## src/source/l1_pkg.sv

```systemverilog
`default_nettype none

package l1_pkg;

    // ieee single precision, denormals flushed
    typedef struct packed {
        logic       sign;
        logic [7:0] exponent;
        logic [22:0] mantissa;
    } fp32_t;

    typedef logic [9:0] idx_t;

    // one input beat, 106 bits
    typedef struct packed {
        fp32_t model;
        fp32_t step;
        fp32_t lambda;
        idx_t  idx;
    } l1_req_t;

    // one output beat, 42 bits
    typedef struct packed {
        fp32_t new_model;
        idx_t  idx;
    } l1_resp_t;

    // candidate corrections, travel together to the select stage
    typedef struct packed {
        fp32_t plus_lambda;
        fp32_t minus_lambda;
    } step_pair_t;

    localparam int SUB_LAT  = 3;
    localparam int CMP_LAT  = 1;
    localparam int PROX_LAT = SUB_LAT + CMP_LAT + 1;
    localparam int UPD_LAT  = PROX_LAT + SUB_LAT;

endpackage

`default_nettype wire

```

## src/source/fp_compare.sv

```systemverilog
`default_nettype none

module fp_compare import l1_pkg::*; (
    input  logic  clk,
    input  logic  arst_n,
    input  fp32_t a,
    input  fp32_t b,
    input  logic  in_valid,
    output logic  gt,
    output logic  lt,
    output logic  q_valid
);

    // x > y on sign and magnitude, +0 and -0 compare equal
    function automatic logic greater(input fp32_t x, input fp32_t y);
        logic [30:0] mx, my;
        mx = (x.exponent == 8'd0) ? 31'd0 : {x.exponent, x.mantissa};
        my = (y.exponent == 8'd0) ? 31'd0 : {y.exponent, y.mantissa};
        if (mx == 31'd0 && my == 31'd0) begin
            return 1'b0;
        end
        if (x.sign != y.sign) begin
            return !x.sign;
        end
        return x.sign ? (mx < my) : (mx > my);
    endfunction

    fp32_t b_neg;

    assign b_neg = '{sign: ~b.sign, exponent: b.exponent, mantissa: b.mantissa};

    always_ff @(posedge clk) begin
        gt <= greater(a, b);
        lt <= greater(b_neg, a); // a < -b, lower edge of the dead zone
    end

    always_ff @(posedge clk or negedge arst_n) begin
        if (!arst_n) begin
            q_valid <= 1'b0;
        end else begin
            q_valid <= in_valid;
        end
    end

endmodule

`default_nettype wire

```

## src/source/fp_sub.sv

```systemverilog
`default_nettype none

module fp_sub import l1_pkg::*; (
    input  logic  clk,
    input  logic  arst_n,
    input  fp32_t a,
    input  fp32_t b,
    input  logic  in_valid,
    output fp32_t q,
    output logic  q_valid
);

    function automatic logic [4:0] lzc28(input logic [27:0] v);
        logic [4:0] n;
        logic       found;
        n     = 5'd28;
        found = 1'b0;
        for (int i = 27; i >= 0; i--) begin
            if (v[i] && !found) begin
                n     = 5'(27 - i);
                found = 1'b1;
            end
        end
        return n;
    endfunction

    // stage 1 negates b, orders by magnitude and aligns the smaller one
    logic [30:0] mag_a, mag_b;
    logic        sign_bn;
    logic        swap;
    logic        s_big, s_sml;
    logic [7:0]  e_big, e_sml, e_diff;
    logic [23:0] m_big, m_sml;
    logic [4:0]  shamt;
    logic [53:0] sh_w;

    always_comb begin
        mag_a   = (a.exponent == 8'd0) ? 31'd0 : {a.exponent, a.mantissa}; // flush denormals
        mag_b   = (b.exponent == 8'd0) ? 31'd0 : {b.exponent, b.mantissa};
        sign_bn = ~b.sign;
        swap    = mag_b > mag_a;
        s_big   = swap ? sign_bn : a.sign;
        s_sml   = swap ? a.sign : sign_bn;
        e_big   = swap ? mag_b[30:23] : mag_a[30:23];
        e_sml   = swap ? mag_a[30:23] : mag_b[30:23];
        m_big   = swap ? {|mag_b[30:23], mag_b[22:0]} : {|mag_a[30:23], mag_a[22:0]};
        m_sml   = swap ? {|mag_a[30:23], mag_a[22:0]} : {|mag_b[30:23], mag_b[22:0]};
        e_diff  = e_big - e_sml;
        shamt   = (e_diff > 8'd27) ? 5'd27 : e_diff[4:0];
        sh_w    = {m_sml, 3'b000, 27'd0} >> shamt; // low half collects sticky
    end

    logic        s1_sign;
    logic [7:0]  s1_exp;
    logic [26:0] s1_mx, s1_my;
    logic        s1_sub;

    always_ff @(posedge clk) begin
        s1_sign <= s_big;
        s1_exp  <= e_big;
        s1_mx   <= {m_big, 3'b000};
        s1_my   <= {sh_w[53:28], sh_w[27] | (|sh_w[26:0])};
        s1_sub  <= s_big ^ s_sml;
    end

    // stage 2 adds or subtracts the magnitudes and counts leading zeros
    logic [27:0] sum;

    assign sum = s1_sub ? ({1'b0, s1_mx} - {1'b0, s1_my}) : ({1'b0, s1_mx} + {1'b0, s1_my});

    logic        s2_sign;
    logic [7:0]  s2_exp;
    logic [27:0] s2_sum;
    logic [4:0]  s2_lz;

    always_ff @(posedge clk) begin
        s2_sign <= s1_sign;
        s2_exp  <= s1_exp;
        s2_sum  <= sum;
        s2_lz   <= lzc28(sum);
    end

    // stage 3 puts the msb at bit 27 and rounds to nearest even
    logic [27:0]       norm;
    logic              round_up;
    logic [23:0]       mant_r;
    logic signed [9:0] exp_n, exp_f;
    fp32_t             res;

    always_comb begin
        norm     = s2_sum << s2_lz;
        round_up = norm[3] & ((|norm[2:0]) | norm[4]);
        mant_r   = {1'b0, norm[26:4]} + 24'(round_up);
        exp_n    = $signed({2'b00, s2_exp}) + 10'sd1 - $signed({5'b00000, s2_lz});
        exp_f    = exp_n + $signed({9'd0, mant_r[23]}); // mantissa overflow bumps exponent
        if (s2_sum == 28'd0 || exp_f <= 10'sd0) begin
            res = '0; // exact zero and underflow both give +0
        end else begin
            res.sign     = s2_sign;
            res.exponent = exp_f[7:0];
            res.mantissa = mant_r[22:0]; // wraps to zero on overflow
        end
    end

    always_ff @(posedge clk) begin
        q <= res;
    end

    logic [SUB_LAT-1:0] vld_q;

    always_ff @(posedge clk or negedge arst_n) begin
        if (!arst_n) begin
            vld_q <= '0;
        end else begin
            vld_q <= {vld_q[SUB_LAT-2:0], in_valid};
        end
    end

    assign q_valid = vld_q[SUB_LAT-1];

endmodule

`default_nettype wire

```

## src/source/l1_prox_step.sv

```systemverilog
`default_nettype none

module l1_prox_step import l1_pkg::*; (
    input  logic  clk,
    input  logic  arst_n,
    input  fp32_t model,
    input  fp32_t step,
    input  fp32_t lambda,
    input  logic  in_valid,
    output fp32_t corr,
    output logic  out_valid
);

    fp32_t neg_lambda;

    assign neg_lambda = '{sign: ~lambda.sign, exponent: lambda.exponent,
                          mantissa: lambda.mantissa};

    fp32_t diff;
    logic  diff_valid;
    fp32_t step_plus, step_minus;

    fp_sub i_diff_sub (
        .clk      (clk),
        .arst_n   (arst_n),
        .a        (model),
        .b        (step),
        .in_valid (in_valid),
        .q        (diff),
        .q_valid  (diff_valid)
    );

    fp_sub i_plus_sub ( // step - (-lambda)
        .clk      (clk),
        .arst_n   (arst_n),
        .a        (step),
        .b        (neg_lambda),
        .in_valid (in_valid),
        .q        (step_plus),
        .q_valid  ()
    );

    fp_sub i_minus_sub (
        .clk      (clk),
        .arst_n   (arst_n),
        .a        (step),
        .b        (lambda),
        .in_valid (in_valid),
        .q        (step_minus),
        .q_valid  ()
    );

    // lambda has to meet diff at the comparator
    fp32_t lambda_d;

    pipe_delay #(.payload_t(fp32_t), .depth(SUB_LAT)) i_lambda_dly (
        .clk (clk),
        .d   (lambda),
        .q   (lambda_d)
    );

    logic gt, lt, cmp_valid;

    fp_compare i_cmp (
        .clk      (clk),
        .arst_n   (arst_n),
        .a        (diff),
        .b        (lambda_d),
        .in_valid (diff_valid),
        .gt       (gt),
        .lt       (lt),
        .q_valid  (cmp_valid)
    );

    step_pair_t pair_d;
    fp32_t      model_d;

    pipe_delay #(.payload_t(step_pair_t), .depth(CMP_LAT)) i_pair_dly (
        .clk (clk),
        .d   ('{plus_lambda: step_plus, minus_lambda: step_minus}),
        .q   (pair_d)
    );

    pipe_delay #(.payload_t(fp32_t), .depth(SUB_LAT + CMP_LAT)) i_model_dly (
        .clk (clk),
        .d   (model),
        .q   (model_d)
    );

    always_ff @(posedge clk) begin
        if (gt) begin
            corr <= pair_d.plus_lambda;
        end else if (lt) begin
            corr <= pair_d.minus_lambda;
        end else begin
            corr <= model_d; // dead zone, model - corr gives +0
        end
    end

    always_ff @(posedge clk or negedge arst_n) begin
        if (!arst_n) begin
            out_valid <= 1'b0;
        end else begin
            out_valid <= cmp_valid;
        end
    end

endmodule

`default_nettype wire

```

## src/source/pipe_delay.sv

```systemverilog
`default_nettype none

module pipe_delay #(
    parameter type payload_t = logic,
    parameter int  depth     = 1
) (
    input  logic     clk,
    input  payload_t d,
    output payload_t q
);

    payload_t stages [depth];

    // plain data chain, valids are tracked by the user
    always_ff @(posedge clk) begin
        stages[0] <= d;
        for (int i = 1; i < depth; i++) begin
            stages[i] <= stages[i-1];
        end
    end

    assign q = stages[depth-1];

endmodule

`default_nettype wire

```

## src/source/sgd_l1_update.sv

```systemverilog
`default_nettype none

module sgd_l1_update import l1_pkg::*; (
    input  logic     clk,
    input  logic     arst_n,
    input  l1_req_t  req,
    input  logic     req_valid,
    output l1_resp_t resp,
    output logic     resp_valid
);

    fp32_t corr;
    logic  corr_valid;

    l1_prox_step i_prox (
        .clk       (clk),
        .arst_n    (arst_n),
        .model     (req.model),
        .step      (req.step),
        .lambda    (req.lambda),
        .in_valid  (req_valid),
        .corr      (corr),
        .out_valid (corr_valid)
    );

    fp32_t model_d;
    idx_t  idx_d;
    fp32_t new_model;

    pipe_delay #(.payload_t(fp32_t), .depth(PROX_LAT)) i_model_dly (
        .clk (clk),
        .d   (req.model),
        .q   (model_d)
    );

    // index rides along for the whole pipeline
    pipe_delay #(.payload_t(idx_t), .depth(UPD_LAT)) i_idx_dly (
        .clk (clk),
        .d   (req.idx),
        .q   (idx_d)
    );

    fp_sub i_apply_sub (
        .clk      (clk),
        .arst_n   (arst_n),
        .a        (model_d),
        .b        (corr),
        .in_valid (corr_valid),
        .q        (new_model),
        .q_valid  (resp_valid)
    );

    assign resp = '{new_model: new_model, idx: idx_d};

endmodule

`default_nettype wire

```

## config.mk

```make
export PLATFORM = sky130hd
export DESIGN_NAME = sgd_l1_update
export DESIGN_NICKNAME = d
export VERILOG_FILES = /design/src/source/l1_pkg.sv /design/src/source/fp_compare.sv /design/src/source/fp_sub.sv /design/src/source/l1_prox_step.sv /design/src/source/pipe_delay.sv /design/src/source/sgd_l1_update.sv
export SDC_FILE = /design/constraint.sdc
export NUM_CORES = 2
export LEC_CHECK = 0
export CAP_MARGIN = 20
export CORE_AREA = 5 5 385 387
export CTS_CLUSTER_DIAMETER = 120
export DETAILED_ROUTE_END_ITERATION = 10
export DIE_AREA = 0 0 390 392
export DONT_BUFFER_PORTS = 1
export GPL_TIMING_DRIVEN = 1
export PLACE_DENSITY_LB_ADDON = 0.05
export SLEW_MARGIN = 20
export SYNTH_ARGS = -nofsm -noshare
export SYNTH_HDL_FRONTEND = slang
export SYNTH_SLANG_ARGS = --single-unit
```

## constraint.sdc

```tcl
create_clock -name clk -period 6.5 [get_ports clk]
set_input_delay 0.325 -clock clk [delete_from_list [all_inputs] [get_ports clk]]
set_output_delay 0.325 -clock clk [all_outputs]
set_load 0.05 [all_outputs]
```

# After elaboration in Yosys (flattened, before gate mapping)
# Memory sizes are Yosys's and may differ from the RTL's.
# Index checks and enable logic that the tools add are counted.
[op_classes]
bitwise_logic = 19
reduce_logical = 259
addsub = 24
n_lt_le_gt_ge = 14
mux = 266
n_shift = 7
eq_ne = 2
[op_table]
columns = ["op", "count"]
rows = [
  ["5-bit 2-to-1 mux", 67],
  ["31-bit 2-to-1 mux", 7],
  ["54-bit by 5-bit right shift with 54-bit output", 3],
  ["31-bit greater-than comparator", 5],
  ["24-bit 2-to-1 mux", 6],
  ["1-bit 2-to-1 mux", 134],
  ["4-bit 2-to-1 mux", 32],
  ["28-bit zero test", 4],
  ["28-bit 2-to-1 mux", 4],
  ["28-bit by 5-bit << shifter with 27-bit output", 4],
  ["1-bit logical AND", 109],
  ["1-bit zero test", 109],
  ["23-bit by 1-bit adder with 24-bit output", 4],
  ["27-bit by 27-bit adder with 28-bit output", 3],
  ["27-bit by 27-bit subtractor with 28-bit output", 3],
  ["27-bit OR reduction", 3],
  ["32-bit 2-to-1 mux", 2],
  ["31-bit zero test", 2],
  ["31-bit < comparator", 2],
  ["8-bit zero test", 7],
  ["8-bit 2-to-1 mux", 6],
  ["12-bit OR reduction", 4],
  ["10-bit by 2-bit adder with 10-bit output", 4],
  ["10-bit by 1-bit less-or-equal comparator with 1-bit output (second input constant)", 4],
  ["16 further kinds", 63],
]
[totals]
ff_bits = 515
word_cells = 661
out_inout_bits = 43
mem_count = 5
ram_bits = 528
[mem_list]
columns = ["name", "depth", "word_bits", "rd", "rd_ports_with_merged_regs", "write_ports", "line", "source"]
rows = [
  ["i_model_dly.stages", 5, 32, 5, 0, 5, "pipe_delay.sv:12", "payload_t stages [depth];"],
  ["i_prox.i_model_dly.stages", 4, 32, 4, 0, 4, "pipe_delay.sv:12", ""],
  ["i_prox.i_lambda_dly.stages", 3, 32, 3, 0, 3, "pipe_delay.sv:12", ""],
  ["i_idx_dly.stages", 8, 10, 8, 0, 8, "pipe_delay.sv:12", ""],
  ["i_prox.i_pair_dly.stages", 1, 64, 1, 0, 1, "pipe_delay.sv:12", ""],
]

# Longest topological paths before layout
[depth]
ltp_word = 84
ltp_mapped = 35
depth_no_buf = 30

# Hierarchy
# Synthesis repeated with hierarchy kept, for this count alone.
[unflattened]
cells_unflattened = 7457
hier_area_um2 = 61948.2
[by_module_without_submodules]
columns = ["mod", "area_per_inst_um2", "n_inst", "seq_area_each_um2", "cells_each"]
rows = [
  ["fp_sub at i_prox.i_minus_sub", 12479.5, 1, 2777.7, 1692],
  ["fp_sub at i_prox.i_diff_sub", 12276.8, 1, 2777.7, 1669],
  ["fp_sub at i_prox.i_plus_sub", 12194.2, 1, 2777.7, 1640],
  ["fp_sub at i_apply_sub", 11548.6, 1, 2777.7, 1581],
  ["pipe_delay at i_model_dly", 3203.1, 1, 3203.1, 160],
  ["pipe_delay at i_prox.i_model_dly", 2562.5, 1, 2562.5, 128],
  ["pipe_delay at i_prox.i_lambda_dly", 2162.1, 1, 1921.8, 128],
  ["pipe_delay at i_idx_dly", 1676.6, 1, 1601.5, 90],
  ["l1_prox_step", 1383.8, 1, 665.6, 141],
  ["pipe_delay at i_prox.i_pair_dly", 1281.2, 1, 1281.2, 64],
  ["fp_compare", 1179.9, 1, 65.1, 164],
]

# Least setup slack after synthesis
# OpenSTA, ideal clock, no wires.
[synth_timing]
path_kind = "input -> register"
startpoint = "in req[66] (netlist name)"
endpoint = "reg i_prox.i_plus_sub.s1_my[0]"
setup_ns = 0.122
path_buffers = 6
path_slack_ns = -0.388
stages = 32
required_time_ns = 6.378
t_arrival_ns = 6.766
path_cell_list = "clkbuf_1 nor4_1 nand2_1 clkbuf_1 nand2_1 ha_1 nand4_1 nor4_4 nand2_1 and2_1 buf_2 nor2_1 clkbuf_1 clkbuf_1 clkbuf_1 nor2_1 nor2_1 ha_1 nand2_1 a21boi_0 nor4_2 or3_2 a211oi_4 nor4_4 mux2_2 a21oi_1 a32oi_1 a221oi_1 nand4_1 nor4_1 o2111ai_1 a221o_1"
[synth_between]
elab_chain_len = 10
word_cells_on_any_way = 13
classes_between = "add/sub (1); order compare (2); shift (1); mux (5); bitwise (1); reduce/logical (3)"
[synth_lines]
columns = ["element", "line", "source"]
rows = [
  ["start, declared", "sgd_l1_update.sv:6", "input l1_req_t req,"],
  ["8-bit zero test", "fp_sub.sv:38", "mag_a = (a.exponent == 8'd0) ? 31'd0 : {a.exponent, a.mantissa};"],
  ["31-bit 2-to-1 mux (*)", "fp_sub.sv:38", ""],
  ["31-bit greater-than comparator", "fp_sub.sv:41", "swap = mag_b > mag_a;"],
  ["8-bit 2-to-1 mux, on equally long branches", "fp_sub.sv:44, fp_sub.sv:45", ""],
  ["8-bit subtractor", "fp_sub.sv:48", "e_diff = e_big - e_sml;"],
  ["8-bit by 5-bit greater-than comparator with 1-bit output", "fp_sub.sv:49", "shamt = (e_diff > 8'd27) ? 5'd27 : e_diff[4:0];"],
  ["5-bit 2-to-1 mux", "fp_sub.sv:49", ""],
  ["54-bit by 5-bit right shift with 54-bit output (*)", "fp_sub.sv:50", "sh_w = {m_sml, 3'b000, 27'd0} >> shamt;"],
  ["27-bit OR reduction", "fp_sub.sv:62", "s1_my <= {sh_w[53:28], sh_w[27] | (|sh_w[26:0])};"],
  ["1-bit OR (*)", "fp_sub.sv:62", ""],
  ["end signal, assigned", "fp_sub.sv:62", ""],
  ["end, declared", "fp_sub.sv:55", "logic [26:0] s1_mx, s1_my;"],
]
# Every way passes the cells marked *; elsewhere a longest branch is shown, timed or not.
# A chain may end at the register's enable or synchronous reset.

# Worst setup path in the final report
[layout_timing]
startpoint = "reg, netlist name i_prox.corr[28]"
endpoint = "reg i_apply_sub.s1_my[0]"
[layout_between]
elab_chain_len = 10
word_cells_on_any_way = 13
classes_between = "add/sub (1); order compare (2); shift (1); mux (5); bitwise (1); reduce/logical (3)"
[layout_lines]
columns = ["element", "line", "source"]
rows = [
  ["8-bit zero test", "fp_sub.sv:39", "mag_b = (b.exponent == 8'd0) ? 31'd0 : {b.exponent, b.mantissa};"],
  ["31-bit 2-to-1 mux (*)", "fp_sub.sv:39", ""],
  ["31-bit greater-than comparator", "fp_sub.sv:41", ""],
  ["8-bit 2-to-1 mux, on equally long branches", "fp_sub.sv:44, fp_sub.sv:45", ""],
  ["8-bit subtractor", "fp_sub.sv:48", ""],
  ["8-bit by 5-bit greater-than comparator with 1-bit output", "fp_sub.sv:49", ""],
  ["5-bit 2-to-1 mux", "fp_sub.sv:49", ""],
  ["54-bit by 5-bit right shift with 54-bit output (*)", "fp_sub.sv:50", ""],
  ["27-bit OR reduction", "fp_sub.sv:62", ""],
  ["1-bit OR (*)", "fp_sub.sv:62", ""],
  ["end signal, assigned", "fp_sub.sv:62", ""],
  ["end, declared", "fp_sub.sv:55", ""],
]
# Marked as above.

==> summary.md <==
| Metric | Value |
|---|---|
| Drt total wl | 203900 um |
| Post-DP HPWL | 165800 um |
| Core Footprint | 144500 um2 |
| Seq/Total Area, Yosys | 36.49% |
| Seq. cell area | 18350 um2 |
| Share of async-settable or async-resettable flops after synthesis | 0.8753% |
| Vias in the first global route | 44348 |
| Total of max-cap violations | 0 |
| Initial Util | 34.77% |
| Tightest Pin Transition | 1.086 ns |
| Crit path arrival time | 7.00 ns |
| Hold crit path type | in -> reg |
| CP max FO | 13 |
| 1st-iter DRT viols | 3320 |
| Total power | 0.02869 W |
| GRT Residual Overflow | 0 |
| Multi-input logic area | 29620 um2 |
| Post-Place Setup Slack | -0.1287 ns |
| Top cells by area, synth | dfxtp_1 (36%), ha_1 (8.3%), nand2_1 (5.0%) |
| Full die area | 152900 um2 |
| Hold Path Cell Cnt | 2 |
| Post-synth top cells | dfxtp_1 (906), nand2_1 (670), nor2_1 (572), a21oi_1 (448), o21ai_0 (397) |
| Pwr Density | 476.9 nW/um2 |
| DRT antenna net count | 0 |
| Avg Cell Area, Syn | 8.281 um2 |
| Top-count cell post-synth | dfxtp_1 |
| Number of vias per cell | 5.330 |
| Max-slew violations | 0 |
| Clock tree buffer depth | 3 |
| Via count | 45187 |
| Gp weighted congestion | 0.9922 |
| PortBufs | 0 |
| Cell variety after synth | 115 |
| VDD IR max | 0.3234 mV |
| Layout cells sized above 1 | 14.24% |
| Critical path depth in cells | 32 |
| Clk pin slew, worst setup/hold paths | 0.06 ns |
| Post-route setup slack | 0.1007 ns |
| CP max stage delay | 0.42 ns |
| Tmin final | 6.399 ns |
| CTS H-tree depth | 3 |
| Mapped Nets | 6517 |
| Cts bufs inserted | 101 |
| Initial antenna violation count | 39 |
| CTS root buf | clkbuf_16 |
| CP endpoint kind | flop |
| Req. time, crit path | 7.10 ns |
| Clock latency on the worst-skew pair | 0.76 ns |
| Synth top area share | 36.09% |
| #FFs+latches synth | 914 |
| Largest net degree at the start of global routing | 79 |
| Yosys warns | 0 |
| Routed len/inst | 24.05 um |
| Crit path kind | reg -> reg |
| Area grow syn2layout | 19.74% |
| Slew headroom | 26.83% |
| Cell mode on critical path | buf_4 |
| RSZ-0062 raised after global routing | true |
| Pre-antenna DRT Iters | 6 |
| Die width | 390 um |
| Gr usage total | 25.83% |
| Fillers | 14752 |
| Top cell family by delay on the critical path | simple AND/OR/NAND/NOR gates |
| Leading area contributor after synthesis | dfxtp_1 |
| Final Skew | 0.05983 ns |
| Die height | 392 um |
| Buf+Inv Stages, Crit Path | 8 |
| Primary FF master, synth | dfxtp_1 |
| Static leakage | 25.63 nW |
| CTS tree | done |
| Num rows | 140 |
| DRC | 0 |
| Final worst-path cycle share | 98.45% |
| Syn Inst Count | 6068 |
| Critical Path Slowest Stage Cell | or4_1 |
| I/O pins | 152 |
| Status | finished clean |
| FF-to-FF path depth | 32 |
| Synth Cell Area | 50250 um2 |
| Fmax | 156.3 MHz |
| First-pass GRT wire length | 296900 um |
| Final hold violation count | 0 |
| Count of final setup violators | 0 |
| Nets | 6893 |
| Post-synth EDFFs | 0 |
| Startpoint types | flop |
| Clock sinks | 914 |
==> flip-flops by register name (all words and copies together) (netlist names), 32 cells and up <==
register                    cells
i_prox.i_lambda_dly.stages     96
i_prox.corr                    32
i_model_dly.stages             64
i_prox.i_model_dly.stages      96
i_apply_sub.q                  32
i_prox.i_pair_dly.stages       64
i_prox.i_plus_sub.q            32
i_prox.i_diff_sub.q            32
i_prox.i_minus_sub.q           32
i_idx_dly.stages               80
==> metrics by stage <==
stage	setup TNS, ns	hold WS [ns]	instances	area [um2]	utilization (%)
floorplan	0	0.02941	6068	50290	-
global placement	-0.2683	0.02968	8158	55300	38.26
detailed placement	-0.2776	0.02971	8158	55300	38.26
CTS	0	0.004610	8426	59580	41.23
global route	-0.3558	0.02446	8452	60110	41.59
finish	0	0.08507	8478	60170	41.64
==> where the power goes <==
| part | total (W) | internal, W | switching, W |
|---|---|---|---|
| Clock | 0.00579 | 0.00331 | 0.00248 |
| Sequential | 0.00815 | 0.00695 | 0.00121 |
| Combinational | 0.0147 | 0.00607 | 0.00868 |
==> final cells by class <==
class | instances | share of cell area (%)
multi-input cells | 4460 | 49.23
flip-flops and latches | 914 | 30.50
repair buffers | 604 | 8.176
clock buffers | 125 | 4.533
well taps | 1917 | 3.986
inverters | 363 | 2.271
clock inverters | 58 | 1.156
diodes | 37 | 0.1539
==> cells by family after synthesis <==
group	Yosys count	synth area share [%]
and+or+nand+nor	2074	19.49
muxes	277	6.640
AOI/OAI and AO/OA	1562	19.68
DFF	914	36.49
adders and majority gates	340	8.585
buffers and inverters	695	5.483
xor gates and xnor gates	206	3.635
==> final timing paths <==
| check | start | to | slack, ns |
|---|---|---|---|
| min | req[69] | i_prox.i_diff_sub.s1_exp[4] | 0.09 |
| min reg2reg | i_prox.i_lambda_dly.stages[0][32] | i_prox.i_lambda_dly.stages[0][64] | 0.31 |
| max in group asynchronous | arst_n | i_apply_sub.vld_q[2] | 5.75 |
| max | i_prox.corr[28] | i_apply_sub.s1_my[0] | 0.10 |
| max reg2reg | i_prox.corr[28] | i_apply_sub.s1_my[0] | 0.10 |
| min in group asynchronous | arst_n | i_prox.out_valid | 0.49 |
==> layout by cell type (no fill, tap or decap), drive strengths merged, types with 126 or more instances in the layout <==
master,n
dfxtp,906
nand2,673
nor2,574
buf,519
a21oi,451
o21ai,412
inv,366
ha,332
mux2i,198
xnor2,144
nor3,141
clkbuf,126
==> worst register-to-register path, delay by kind of cell, from the launching register on <==
| family | cells | cell delay (ns) |
|---|---|---|
| DFF | 1 | 0.31 |
| AOI/OAI and AO/OA | 10 | 1.78 |
| and+or+nand+nor | 11 | 2.14 |
| muxes | 1 | 0.29 |
| adders and majority gates | 2 | 0.49 |
| buffers and inverters | 8 | 1.27 |
==> metal layers <==
layer  global-route usage, %  up-vias  part of all wire (%)  routed length [um]
met1                   32.23    21448                    43               87040
li1                        -    22207                     -                   -
met4                   11.25       22                   4.7                9625
met2                   43.81     1186                    47               96440
met5                       0        -                 0.074                 151
met3                   4.475      324                   5.2               10620
==> repair_timing <==
item / in CTS / in global routing
cloned: 1 / 1
hold buffers: 84 / 0
endpoints found under the hold margin: 120 / 0
setup endpoints to repair: 1 / 143
pin swaps: 2 / 27
setup buffers: 0 / 14
resized for setup: 4 / 74
No activity file was read; power rests on OpenSTA's default activity.
